**src/rv32v_mem_pkg.sv**
```systemverilog
// ----------------------------------------------------------------------
// RV32V memory stage package
// Widths, lane count, element width codes and the serializer states
// shared by the memory stage blocks
// ----------------------------------------------------------------------

package rv32v_mem_pkg;

    // Lanes and register banks
    localparam int NUM_LANES = 4;

    // Data or address word
    typedef logic [31:0] word_t;

    // One bit per lane
    typedef logic [NUM_LANES-1:0] lane_mask_t;

    // Lane number
    typedef logic [1:0] lane_idx_t;

    // One bit per byte of a word
    typedef logic [3:0] byte_en_t;

    // Element width code, 3 is reserved and handled as word
    typedef logic [1:0] eew_t;

    localparam eew_t EEW_BYTE = 2'd0;
    localparam eew_t EEW_HALF = 2'd1;
    localparam eew_t EEW_WORD = 2'd2;

    // Serializer FSM
    typedef enum logic {
        SER_IDLE,
        SER_LANE
    } ser_state_t;

endpackage
```
**src/stage4_mem_stage.sv**
```systemverilog
// ----------------------------------------------------------------------
// RV32V memory stage
// Arbitrates scalar word accesses and serialized vector element
// accesses into one load-store controller, and steers vector load
// elements into the register banks through per-bank crossbars.
// ----------------------------------------------------------------------

module stage4_mem_stage (
    input  logic                                                  CLK,
    input  logic                                                  rst_n,
    // Scalar request
    input  logic                                                  dren,
    input  logic                                                  dwen,
    input  rv32v_mem_pkg::word_t                                  addr,
    input  rv32v_mem_pkg::word_t                                  store_data,
    // Vector request
    input  logic                                                  vmemdren,
    input  logic                                                  vmemdwen,
    input  logic                                                  vindexed,
    input  rv32v_mem_pkg::word_t                                  base,
    input  rv32v_mem_pkg::word_t                                  stride,
    input  rv32v_mem_pkg::word_t [rv32v_mem_pkg::NUM_LANES-1:0]   vlane_addr,
    input  rv32v_mem_pkg::word_t [rv32v_mem_pkg::NUM_LANES-1:0]   vlane_store_data,
    input  rv32v_mem_pkg::lane_mask_t                             vlane_mask,
    input  rv32v_mem_pkg::eew_t                                   veew,
    input  logic [1:0]                                            vuop_num,
    // Data bus
    input  rv32v_mem_pkg::word_t                                  bus_rdata,
    input  logic                                                  bus_busy,
    output logic                                                  bus_ren,
    output logic                                                  bus_wen,
    output rv32v_mem_pkg::word_t                                  bus_addr,
    output rv32v_mem_pkg::word_t                                  bus_wdata,
    output rv32v_mem_pkg::byte_en_t                               bus_byte_en,
    // Pipeline side
    output rv32v_mem_pkg::word_t                                  load_data,
    output logic                                                  mem_busy,
    output logic                                                  serializer_stall,
    output logic                                                  mal_fault,
    output rv32v_mem_pkg::word_t [rv32v_mem_pkg::NUM_LANES-1:0]   vwdata,
    output rv32v_mem_pkg::byte_en_t [rv32v_mem_pkg::NUM_LANES-1:0] vbyte_wen
);

    logic                            vmemop;
    logic                            ser_ren;
    logic                            ser_wen;
    rv32v_mem_pkg::word_t            ser_addr;
    rv32v_mem_pkg::word_t            ser_wdata;
    rv32v_mem_pkg::lane_idx_t        curr_lane;
    logic                            lsc_ready;
    logic                            lsc_ren;
    logic                            lsc_wen;
    rv32v_mem_pkg::word_t            lsc_addr;
    rv32v_mem_pkg::word_t            lsc_wdata;
    rv32v_mem_pkg::eew_t             lsc_eew;
    logic                            mal_addr;
    rv32v_mem_pkg::word_t            dload_ext;
    rv32v_mem_pkg::lane_mask_t       vlane_wen;

    assign vmemop = vmemdren | vmemdwen;

    rv32v_mem_serializer slzr_i (
        .CLK              (CLK),
        .rst_n            (rst_n),
        .vmemdren         (vmemdren),
        .vmemdwen         (vmemdwen),
        .vindexed         (vindexed),
        .base             (base),
        .stride           (stride),
        .vlane_addr       (vlane_addr),
        .vlane_store_data (vlane_store_data),
        .vlane_mask       (vlane_mask),
        .lsc_ready        (lsc_ready),
        .lsc_ren          (ser_ren),
        .lsc_wen          (ser_wen),
        .lsc_addr         (ser_addr),
        .lsc_wdata        (ser_wdata),
        .curr_lane        (curr_lane),
        .serializer_stall (serializer_stall)
    );

    // Scalar accesses are always word wide
    assign lsc_ren   = vmemop ? ser_ren   : dren;
    assign lsc_wen   = vmemop ? ser_wen   : dwen;
    assign lsc_addr  = vmemop ? ser_addr  : addr;
    assign lsc_wdata = vmemop ? ser_wdata : store_data;
    assign lsc_eew   = vmemop ? veew      : rv32v_mem_pkg::EEW_WORD;

    rv32v_load_store_controller lsc_i (
        .CLK         (CLK),
        .rst_n       (rst_n),
        .ren         (lsc_ren),
        .wen         (lsc_wen),
        .addr        (lsc_addr),
        .store_data  (lsc_wdata),
        .eew         (lsc_eew),
        .bus_rdata   (bus_rdata),
        .bus_busy    (bus_busy),
        .bus_ren     (bus_ren),
        .bus_wen     (bus_wen),
        .bus_addr    (bus_addr),
        .bus_wdata   (bus_wdata),
        .bus_byte_en (bus_byte_en),
        .lsc_ready   (lsc_ready),
        .mal_addr    (mal_addr),
        .dload_ext   (dload_ext)
    );

    assign load_data = dload_ext;
    assign mal_fault = mal_addr;

    // Scalar access still waiting on the bus
    assign mem_busy = ~vmemop & (bus_ren | bus_wen) & bus_busy;

    // Only the lane completing a clean vector load writes back
    always_comb begin
        vlane_wen            = '0;
        vlane_wen[curr_lane] = vmemdren & lsc_ready & ~mal_addr;
    end

    for (genvar i = 0; i < rv32v_mem_pkg::NUM_LANES; i++) begin : gen_wb_xbar
        rv32v_write_xbar #(
            .BANK_NUM (i)
        ) wbxbar_i (
            .lane_dat    ({rv32v_mem_pkg::NUM_LANES{dload_ext}}),
            .lane_wen    (vlane_wen),
            .eew         (veew),
            .bank_offset (vuop_num),
            .vwdat       (vwdata[i]),
            .byte_wen    (vbyte_wen[i])
        );
    end

endmodule

```
**src/rv32v_write_xbar.sv**
```systemverilog
// ----------------------------------------------------------------------
// Vector write-back crossbar for one register bank
// Picks the lane elements that map to this bank for the current
// micro-op and places their bytes at the element's slot.
// ----------------------------------------------------------------------

module rv32v_write_xbar #(
    parameter int BANK_NUM = 0
) (
    input  rv32v_mem_pkg::word_t [rv32v_mem_pkg::NUM_LANES-1:0]   lane_dat,
    input  rv32v_mem_pkg::lane_mask_t                             lane_wen,
    input  rv32v_mem_pkg::eew_t                                   eew,
    input  rv32v_mem_pkg::lane_idx_t                              bank_offset,
    output rv32v_mem_pkg::word_t                                  vwdat,
    output rv32v_mem_pkg::byte_en_t                               byte_wen
);

    localparam logic [1:0] BANK = 2'(BANK_NUM);

    logic [3:0] elem;

    always_comb begin
        vwdat    = '0;
        byte_wen = '0;
        elem     = '0;
        for (int lane = 0; lane < rv32v_mem_pkg::NUM_LANES; lane++) begin
            // Element index within the register group
            elem = {bank_offset, 2'(lane)};
            if (lane_wen[lane]) begin
                case (eew)
                    rv32v_mem_pkg::EEW_BYTE: begin
                        if (elem[3:2] == BANK) begin
                            vwdat[8*elem[1:0] +: 8] = lane_dat[lane][7:0];
                            byte_wen[elem[1:0]]     = 1'b1;
                        end
                    end
                    rv32v_mem_pkg::EEW_HALF: begin
                        if (elem[2:1] == BANK) begin
                            vwdat[16*elem[0] +: 16]  = lane_dat[lane][15:0];
                            byte_wen[2*elem[0] +: 2] = 2'b11;
                        end
                    end
                    default: begin
                        if (elem[1:0] == BANK) begin
                            vwdat    = lane_dat[lane];
                            byte_wen = 4'b1111;
                        end
                    end
                endcase
            end
        end
    end

endmodule

```
**src/rv32v_load_store_controller.sv**
```systemverilog
// ----------------------------------------------------------------------
// Load-store controller
// Turns one byte, halfword or word access into a data bus request,
// with byte enables and replicated store data, and returns the load
// element zero-extended. Misaligned accesses never reach the bus.
// ----------------------------------------------------------------------

module rv32v_load_store_controller (
    input  logic                       CLK,
    input  logic                       rst_n,
    input  logic                       ren,
    input  logic                       wen,
    input  rv32v_mem_pkg::word_t       addr,
    input  rv32v_mem_pkg::word_t       store_data,
    input  rv32v_mem_pkg::eew_t        eew,
    input  rv32v_mem_pkg::word_t       bus_rdata,
    input  logic                       bus_busy,
    output logic                       bus_ren,
    output logic                       bus_wen,
    output rv32v_mem_pkg::word_t       bus_addr,
    output rv32v_mem_pkg::word_t       bus_wdata,
    output rv32v_mem_pkg::byte_en_t    bus_byte_en,
    output logic                       lsc_ready,
    output logic                       mal_addr,
    output rv32v_mem_pkg::word_t       dload_ext
);

    logic                    misaligned;
    logic                    bus_req;
    logic                    pending_q;
    rv32v_mem_pkg::byte_en_t byte_en;
    rv32v_mem_pkg::word_t    rdata_shift;

    // Requested bytes moved down to bit 0
    assign rdata_shift = bus_rdata >> {addr[1:0], 3'b000};

    always_comb begin
        misaligned = 1'b0;
        byte_en    = 4'b1111;
        bus_wdata  = store_data;
        dload_ext  = bus_rdata;
        case (eew)
            rv32v_mem_pkg::EEW_BYTE: begin
                byte_en   = rv32v_mem_pkg::byte_en_t'(4'b0001 << addr[1:0]);
                bus_wdata = {4{store_data[7:0]}};
                dload_ext = {24'h0, rdata_shift[7:0]};
            end
            rv32v_mem_pkg::EEW_HALF: begin
                misaligned = addr[0];
                byte_en    = addr[1] ? 4'b1100 : 4'b0011;
                bus_wdata  = {2{store_data[15:0]}};
                dload_ext  = {16'h0, rdata_shift[15:0]};
            end
            default: begin
                // Word, and the reserved code
                misaligned = |addr[1:0];
            end
        endcase
    end

    assign bus_ren     = ren & ~misaligned;
    assign bus_wen     = wen & ~misaligned;
    assign bus_req     = bus_ren | bus_wen;
    assign bus_addr    = {addr[31:2], 2'b00};
    assign bus_byte_en = bus_req ? byte_en : '0;

    // Set while a bus access waits on busy
    always_ff @(posedge CLK) begin
        if (!rst_n) begin
            pending_q <= 1'b0;
        end else begin
            pending_q <= bus_req & bus_busy;
        end
    end

    // An access already waiting on the bus is never reported as a fault
    assign mal_addr = (ren | wen) & misaligned & ~pending_q;

    // Complete on the first non-busy bus cycle, or at once on a fault
    assign lsc_ready = mal_addr | (bus_req & ~bus_busy);

endmodule

```
**src/rv32v_mem_serializer.sv**
```systemverilog
// ----------------------------------------------------------------------
// Vector memory serializer
// Walks the four lanes in order and issues one element access per
// active lane to the load-store controller. Masked lanes take a
// single cycle with no access.
// ----------------------------------------------------------------------

module rv32v_mem_serializer (
    input  logic                                                  CLK,
    input  logic                                                  rst_n,
    input  logic                                                  vmemdren,
    input  logic                                                  vmemdwen,
    input  logic                                                  vindexed,
    input  rv32v_mem_pkg::word_t                                  base,
    input  rv32v_mem_pkg::word_t                                  stride,
    input  rv32v_mem_pkg::word_t [rv32v_mem_pkg::NUM_LANES-1:0]   vlane_addr,
    input  rv32v_mem_pkg::word_t [rv32v_mem_pkg::NUM_LANES-1:0]   vlane_store_data,
    input  rv32v_mem_pkg::lane_mask_t                             vlane_mask,
    input  logic                                                  lsc_ready,
    output logic                                                  lsc_ren,
    output logic                                                  lsc_wen,
    output rv32v_mem_pkg::word_t                                  lsc_addr,
    output rv32v_mem_pkg::word_t                                  lsc_wdata,
    output rv32v_mem_pkg::lane_idx_t                              curr_lane,
    output logic                                                  serializer_stall
);

    localparam rv32v_mem_pkg::lane_idx_t LAST_LANE =
        rv32v_mem_pkg::lane_idx_t'(rv32v_mem_pkg::NUM_LANES - 1);

    rv32v_mem_pkg::ser_state_t state;
    rv32v_mem_pkg::lane_idx_t  lane_q;
    logic                      vmemop;
    logic                      lane_active;
    logic                      lane_done;

    assign vmemop = vmemdren | vmemdwen;

    // A fresh operation always begins at lane 0
    assign curr_lane = (state == rv32v_mem_pkg::SER_IDLE) ? '0 : lane_q;

    assign lane_active = vlane_mask[curr_lane];
    assign lane_done   = ~lane_active | lsc_ready;

    assign lsc_ren = vmemdren & lane_active;
    assign lsc_wen = vmemdwen & lane_active;

    // Indexed uses per-lane offsets, strided uses lane times stride
    assign lsc_addr = vindexed ? (base + vlane_addr[curr_lane])
                               : (base + stride * rv32v_mem_pkg::word_t'(curr_lane));
    assign lsc_wdata = vlane_store_data[curr_lane];

    // Drops in the completing cycle of the last lane
    assign serializer_stall = vmemop & ~(lane_done & (curr_lane == LAST_LANE));

    always_ff @(posedge CLK) begin
        if (!rst_n) begin
            state  <= rv32v_mem_pkg::SER_IDLE;
            lane_q <= '0;
        end else if (!vmemop) begin
            state  <= rv32v_mem_pkg::SER_IDLE;
        end else if (lane_done) begin
            if (curr_lane == LAST_LANE) begin
                state  <= rv32v_mem_pkg::SER_IDLE;
            end else begin
                state  <= rv32v_mem_pkg::SER_LANE;
                lane_q <= curr_lane + 2'd1;
            end
        end
    end

endmodule

```
**config.mk**
```make
export PLATFORM = sky130hd
export DESIGN_NAME = stage4_mem_stage
export DESIGN_NICKNAME = d
export VERILOG_FILES = /design/src/rv32v_mem_pkg.sv /design/src/stage4_mem_stage.sv /design/src/rv32v_write_xbar.sv /design/src/rv32v_load_store_controller.sv /design/src/rv32v_mem_serializer.sv
export SDC_FILE = /design/constraint.sdc
export NUM_CORES = 1
export LEC_CHECK = 0
export ABC_AREA = 1
export BUFFER_PORTS_ARGS = -buffer_cell sky130_fd_sc_hd__buf_4
export CAP_MARGIN = 25
export CORE_AREA = 4 4 261 263
export CTS_BUF_LIST = sky130_fd_sc_hd__clkbuf_8
export CTS_CLUSTER_SIZE = 40
export DETAILED_ROUTE_END_ITERATION = 8
export DIE_AREA = 0 0 265 267
export GPL_ROUTABILITY_DRIVEN = 1
export PLACE_DENSITY = 0.4
export SLEW_MARGIN = 40
export SYNTH_ARGS = -nofsm -noshare
export SYNTH_HDL_FRONTEND = slang
export SYNTH_SLANG_ARGS = --single-unit
export TNS_END_PERCENT = 20
```
**constraint.sdc**
```tcl
create_clock -name CLK -period 5.75 [get_ports CLK]
set_input_delay 1.15 -clock CLK [delete_from_list [all_inputs] [get_ports CLK]]
set_output_delay 1.15 -clock CLK [all_outputs]
set_load 0.03 [all_outputs]
```
==> results of run 1 <==
## through the flow
step | cell area [um^2] | utilization (%) | power [mW] | hold slack, ps
finish | 18600 | 28.3 | 2.55 | 520
global route | 18600 | 28.3 | 2.76 | 552
CTS | 18500 | 28.2 | 2.55 | 520
detailed placement | 18400 | 28.1 | 2.48 | 522
global placement | 18400 | 28.1 | 2.48 | 514
floorplan | 11900 | - | 1.33 | 473
## report_power, final
part	internal, mW	leakage, nW	switching [mW]	total [mW]
clock network	0.0447	0.0216	0.0152	0.0599
logic	0.864	10.2	1.59	2.45
registers	0.0317	0.0332	0.00324	0.0349
## flip-flops by register name (all words and copies together), names as in the netlist
name             cells
lsc_i.pending_q      1
slzr_i.state         1
slzr_i.lane_q        2
## per-layer routing
layer  vias to the layer above  global-route usage, %
li1                       9232                      -
met1                      9313                   31.5
met2                       755                   46.9
met3                       123                   3.88
met4                         4                   6.71
met5                         -                      0
## worst max-delay path, delay by kind of cell
family	cells	cell delay, ps
compound gates	2	440
fa+ha+maj	2	700
buf+inv	6	860
simple gates	11	1200
## cells in the final DEF (no fill, tap or decap), types with 5 or more instances in the layout
| cell type | count |
|---|---|
| diode_2 | 10 |
| nor2_1 | 290 |
| o21a_1 | 6 |
| a21o_1 | 14 |
| nand3_1 | 192 |
| a31oi_1 | 13 |
| ha_1 | 66 |
| buf_12 | 6 |
| nand3b_1 | 7 |
| xor2_1 | 9 |
| buf_4 | 783 |
| o2bb2ai_1 | 5 |
| o32ai_1 | 17 |
| o221ai_1 | 14 |
| a21oi_1 | 135 |
| o22ai_1 | 20 |
| o21bai_1 | 6 |
| inv_1 | 324 |
| a32oi_1 | 30 |
| nor3_1 | 10 |
| fa_1 | 32 |
| nand2_1 | 783 |
| o21ai_0 | 205 |
| o211ai_1 | 18 |
| nand2_2 | 10 |
| or2_2 | 9 |
| nand4_1 | 25 |
| inv_2 | 9 |
| o21ai_1 | 10 |
| and2_1 | 5 |
## what timing repair did
item	4_1_cts	5_1_grt
hold buffers	0	0
resized for setup	0	6
setup endpoints to repair	0	87
setup buffers	0	4
## layout make-up
class                           instances  area [um^2]
Sequential cell                         4         80.1
Timing Repair Buffer                  789         6000
Inverter                              337         1270
Antenna cell                           10         25.0
Fill cell                            7768        47100
Tap cell                              864         1080
Multi-Input combinational cell       1960        10100
Clock buffer                            3         41.3
## path summary, 6_finish.rpt
path | startpoint | end | slack, ps
setup / recovery | vlane_addr[0] | vwdata[42] | 200
hold / removal | slzr_i.lane_q[1] | slzr_i.lane_q[1] | 520
setup reg to reg | slzr_i.state | slzr_i.lane_q[1] | 2340
hold reg to reg | slzr_i.lane_q[1] | slzr_i.lane_q[1] | 520
## cells by family after synthesis
kind of cell             count (synthesis)  synth area share, %
adder cells (fa/ha/maj)                 98                 12.3
AND/OR/NAND/NOR                       1347                 46.5
flip-flops                               4                0.673
AO/OA/AOI/OAI                          502                 24.8
XOR/XNOR                                10                0.737
other                                    1               0.0315
buffers and inverters                  449                 14.8
multiplexers                             1               0.0842
==> summary.md, run 1 <==
| Metric | Value |
|---|---|
| Met2 WL | 48,800 um |
| Placed Cells | 3,949 |
| Die height | 267 um |
| Clk sink count | 4 |
| Max incr delay on CP | 430 ps |
| Setup ws final | 204 ps |
| Fin. Hold Viols | 0 |
| Peak supply drop | 0.0836 mV |
| Core area | 65,600 um^2 |
| Status | finished clean |
| RSZ-0062 raised after global routing | no |
| Worst slew pin tran | 896 ps |
| YS warnings | 0 |
| Leak | 10.2 nW |
| Seq cells post-synth | 4 |
| Synth top cells by count | nand2_1, inv_1, nor2_1 |
| DR iter-0 viols | 1,628 |
| # DRC | 0 |
| Top Ports | 681 |
| Drt pass-1 iters | 6 |
| Post-place setup slack | 47.0 ps |
| Synth-to-layout area growth | 56.2% |
| Avg Cell Area, Syn | 4.93 um^2 |
| Initial antenna violation count | 9 |
| Tcrit/Tclk final | 96.5% |
| Setup TNS | 0 ps |
| Post-synth top area cell | nand2_1 |
| Nets | 3,625 |
| Clock Pin Slew Worst Setup and Hold Paths | 30 ps |
| H-tree levels | 1 |
| Layout cell share with drive strength beyond 1 | 27.1% |
| Clock latency on the worst-skew pair | 220 ps |
| Slowest cell on the critical path | fa_1 |
| Min Tclk post-route | 5550 ps |
| Post-Syn Area | 11,900 um^2 |
| Congestion Overflow GR | 0 |
| Synth cell types | 51 |
| Via-to-Cell Ratio | 4.90 |
| Synth top area share | 24.8% |
| CP arrival | 4400 ps |
| Number of synthesized flops with an enable pin | 0 |
| Final ANT Viol Nets | 0 |
| Final GP Congestion | 0.977 |
| Class of the most critical setup path | input pin to primary output |
| Pin count of the biggest net entering global routing | 72 |
| Clock Tree Root | clkbuf_8 |
| Worst-path cell chain | buf_4 -> nand2_1 -> a32oi_2 -> ha_1 -> fa_1 -> nand2_1 -> nand3_1 -> nand3_1 -> nand2_1 -> clkinv_1 -> nand2_1 -> nand2_1 -> nand2_4 -> nor2_8 -> nand2_1 -> inv_2 -> buf_4 -> nand2_1 -> o21ai_0 -> buf_4 -> buf_4 |
| Worst R2R Path Depth | 18 |
| First-pass GRT wire length | 137,000 um |
| PD cells | 137 nW/um^2 |
| Seq/Total Area, Yosys | 0.673% |
| Min-Delay Path Class | flop to flop |
| Row count | 94 |
| Max FO, Critical Path | 14 |
| Buffers added on ports | 678 |
| Post-Layout Cell Count | 3,967 |
| Most common cell in the netlist | nand2_1 |
| Critical path data required time | 4600 ps |
| Die W | 265 um |
| GRT Total Usage | 25.7% |
| Slew Viols, Final | 0 |
| Final setup fails | 0 |
| DR top layer | met5 |
| Hold depth | 2 |
| Fraction of registers with async set or reset after synthesis | 0% |
| Worst Skew | 1.91 ps |
| CTS tree | built |
| Die area | 70,800 um^2 |
| Routed wire length | 97,800 um |
| CP dominant cell by count | nand2_1 |
| Crit path launch type | input pin |
| CTS max path bufs | 2 |
| Initial core utilization | 18.1% |
| Met1 Wirelength | 39,800 um |
| Avg WL per Cell | 24.7 um |
| Vias in the first global route | 19,000 |
| Vias | 19,400 |
| DP HPWL | 83,800 um |
| MaxCap Viol Count | 0 |
| Cells after Synth | 2,412 |
| Synth area leaders | nand2_1, inv_1, nor2_1, o21ai_0, nand3_1 |
| CTS Buf Count | 3 |
| Relative slew slack | 40.0% |
| Ys flop type | dfxtp_1 |
| Critical Path End Type | primary output |
| Max Fclk | 0.180 GHz |
| Met3 wire length | 6280 um |
Note: power is estimated with default switching activity, not from simulation.
==> inputs of run 2 (changes only) <==
MAX_ROUTING_LAYER = met4   (was default)
==> summary.md, run 2 (same netlist as run 1, synthesis figures left out) <==
| Metric | Value |
|---|---|
| Class of the most critical setup path | input pin to primary output |
| Critical path data required time | 4600 ps |
| CTS tree | built |
| Biggest regs | slzr_i.lane_q x2, lsc_i.pending_q x1, slzr_i.state x1 |
| Worst slew pin tran | 768 ps |
| Top Ports | 681 |
| Initial core utilization | 18.1% |
| Max FO, Critical Path | 15 |
| Max reg flops | 2 |
| Via-to-Cell Ratio | 4.92 |
| Post-place setup slack | -2.42 ps |
| Met2 WL | 49,300 um |
| CTS max path bufs | 2 |
| GRT Total Usage | 26.9% |
| Drt pass-1 iters | 6 |
| Post-placement cell area | 18,500 um^2 |
| Slowest cell on the critical path | fa_1 |
| Vias in the first global route | 19,000 |
| Pin count of the biggest net entering global routing | 99 |
| Min-Delay Path Class | flop to flop |
| Core area | 65,600 um^2 |
| Avg WL per Cell | 25.1 um |
| Crit path buf inv count | 5 |
| Critical path's top delay family | simple AND/OR/NAND/NOR gates |
| Clock Tree Root | clkbuf_8 |
| DR iter-0 viols | 1,666 |
| Setup ws final | 170 ps |
| Most common cell after layout, fill and taps aside | nand2_1 |
| CTS Buf Count | 3 |
| CP arrival | 4430 ps |
| Final setup fails | 0 |
| Layout cell share with drive strength beyond 1 | 27.2% |
| Setup TNS | 0 ps |
| Clk sink count | 4 |
| Vias | 19,500 |
| Worst-path cell chain | buf_4 -> nand2_1 -> a32oi_2 -> ha_1 -> fa_1 -> nand2_1 -> nand3_1 -> nand3_1 -> nand2_1 -> clkinv_1 -> nand2_1 -> nand2_1 -> nand2_4 -> nor2_8 -> nand3_1 -> inv_1 -> buf_4 -> nand2_1 -> nand3_1 -> buf_4 |
| Max incr delay on CP | 430 ps |
| H-tree levels | 1 |
| Worst Skew | 1.41 ps |
| Final ANT Viol Nets | 0 |
| CP dominant cell by count | nand2_1 |
| Max Fclk | 0.179 GHz |
| Routed wire length | 99,600 um |
| Die area | 70,800 um^2 |
| Clock Pin Slew Worst Setup and Hold Paths | 30 ps |
| Congestion Overflow GR | 0 |
| Tcrit/Tclk final | 97.0% |
| Fin. Hold Viols | 0 |
| Die height | 267 um |
| PD cells | 137 nW/um^2 |
| Min Tclk post-route | 5580 ps |
| Leak | 10.2 nW |
| Critical Path End Type | primary output |
| First-pass GRT wire length | 138,000 um |
| Commonest cells after routing, fill and taps aside | nand2_1, buf_4, inv_1 |
| Slew Viols, Final | 0 |
| Relative slew slack | 48.6% |
| Synth-to-layout area growth | 56.9% |
| Filler cells | 7,695 |
| # DRC | 0 |
| Row count | 94 |
| Biggest register | slzr_i.lane_q |
| Status | finished clean |
| Final GP Congestion | 1.00 |
| Clock latency on the worst-skew pair | 220 ps |
| Fin area | 18,700 um^2 |
| MaxCap Viol Count | 0 |
| Die W | 265 um |
| DP HPWL | 85,400 um |
| Met3 wire length | 5820 um |
| Initial antenna violation count | 7 |
| Crit path launch type | input pin |
| DR top layer | met4 |
| Peak supply drop | 0.0824 mV |
| RSZ-0062 raised after global routing | yes |
| Buffers added on ports | 678 |
| Nets | 3,627 |
| Hold WS | 535 ps |
| Met1 Wirelength | 40,900 um |
## run 2: cell count changes in the layout (fill, tap and decap cells not counted), sizes merged
cell   delta
buf       +2
diode     -1
## run 2: path summary, 6_finish.rpt
path | start | endpoint | cells past startpoint | slack (ps)
setup / recovery | vlane_addr[0] | vwdata[104] | 20 | 170
hold / removal | slzr_i.lane_q[1] | slzr_i.lane_q[1] | 2 | 530
setup reg to reg | slzr_i.lane_q[0] | slzr_i.lane_q[0] | 18 | 2430
hold reg to reg | slzr_i.lane_q[1] | slzr_i.lane_q[1] | 2 | 530
## run 2: repair_timing
item,4_1_cts,5_1_grt
pin swaps,0,1
cloned,0,0
setup endpoints to repair,2,77
resized for setup,1,8
hold buffers,0,0
setup buffers,0,4
## run 2: routing by layer
metal  GRT usage (%)  vias up
li1                -     9232
met2            47.1      845
met1            32.4     9321
met3            3.33      125
met5               -        -
met4            7.94        0
## run 2: power by group
part	leakage [nW]	internal, mW	switching, mW	total, mW
Combinational	10.2	0.867	1.60	2.47
Sequential	0.0332	0.0317	0.00324	0.0349
Clock	0.0216	0.0446	0.0138	0.0584
## run 2: tightest hold or removal path, stage by stage (launching register included)
cell     delay (ps)
dfxtp_1         320
nor2_1          110
nor2_1           50
## run 2: layout make-up
class | instances | area (um^2) | area share [%]
sequential | 4 | 80.1 | 0.429
antenna | 9 | 22.5 | 0.121
tap | 864 | 1080 | 5.79
clock buffer | 3 | 41.3 | 0.221
multi-input combinational | 1960 | 10100 | 54.1
timing repair buffer | 791 | 6060 | 32.5
inverter | 337 | 1270 | 6.82
## run 2: stage by stage
step / total power [mW] / utilization [%] / std cells
after detailed placement: 2.49 / 28.2 / 3951
after floorplan: 1.33 / - / 2413
final: 2.56 / 28.4 / 3968
after global placement: 2.49 / 28.2 / 3951
after global routing: 2.76 / 28.4 / 3966
after CTS: 2.56 / 28.3 / 3954
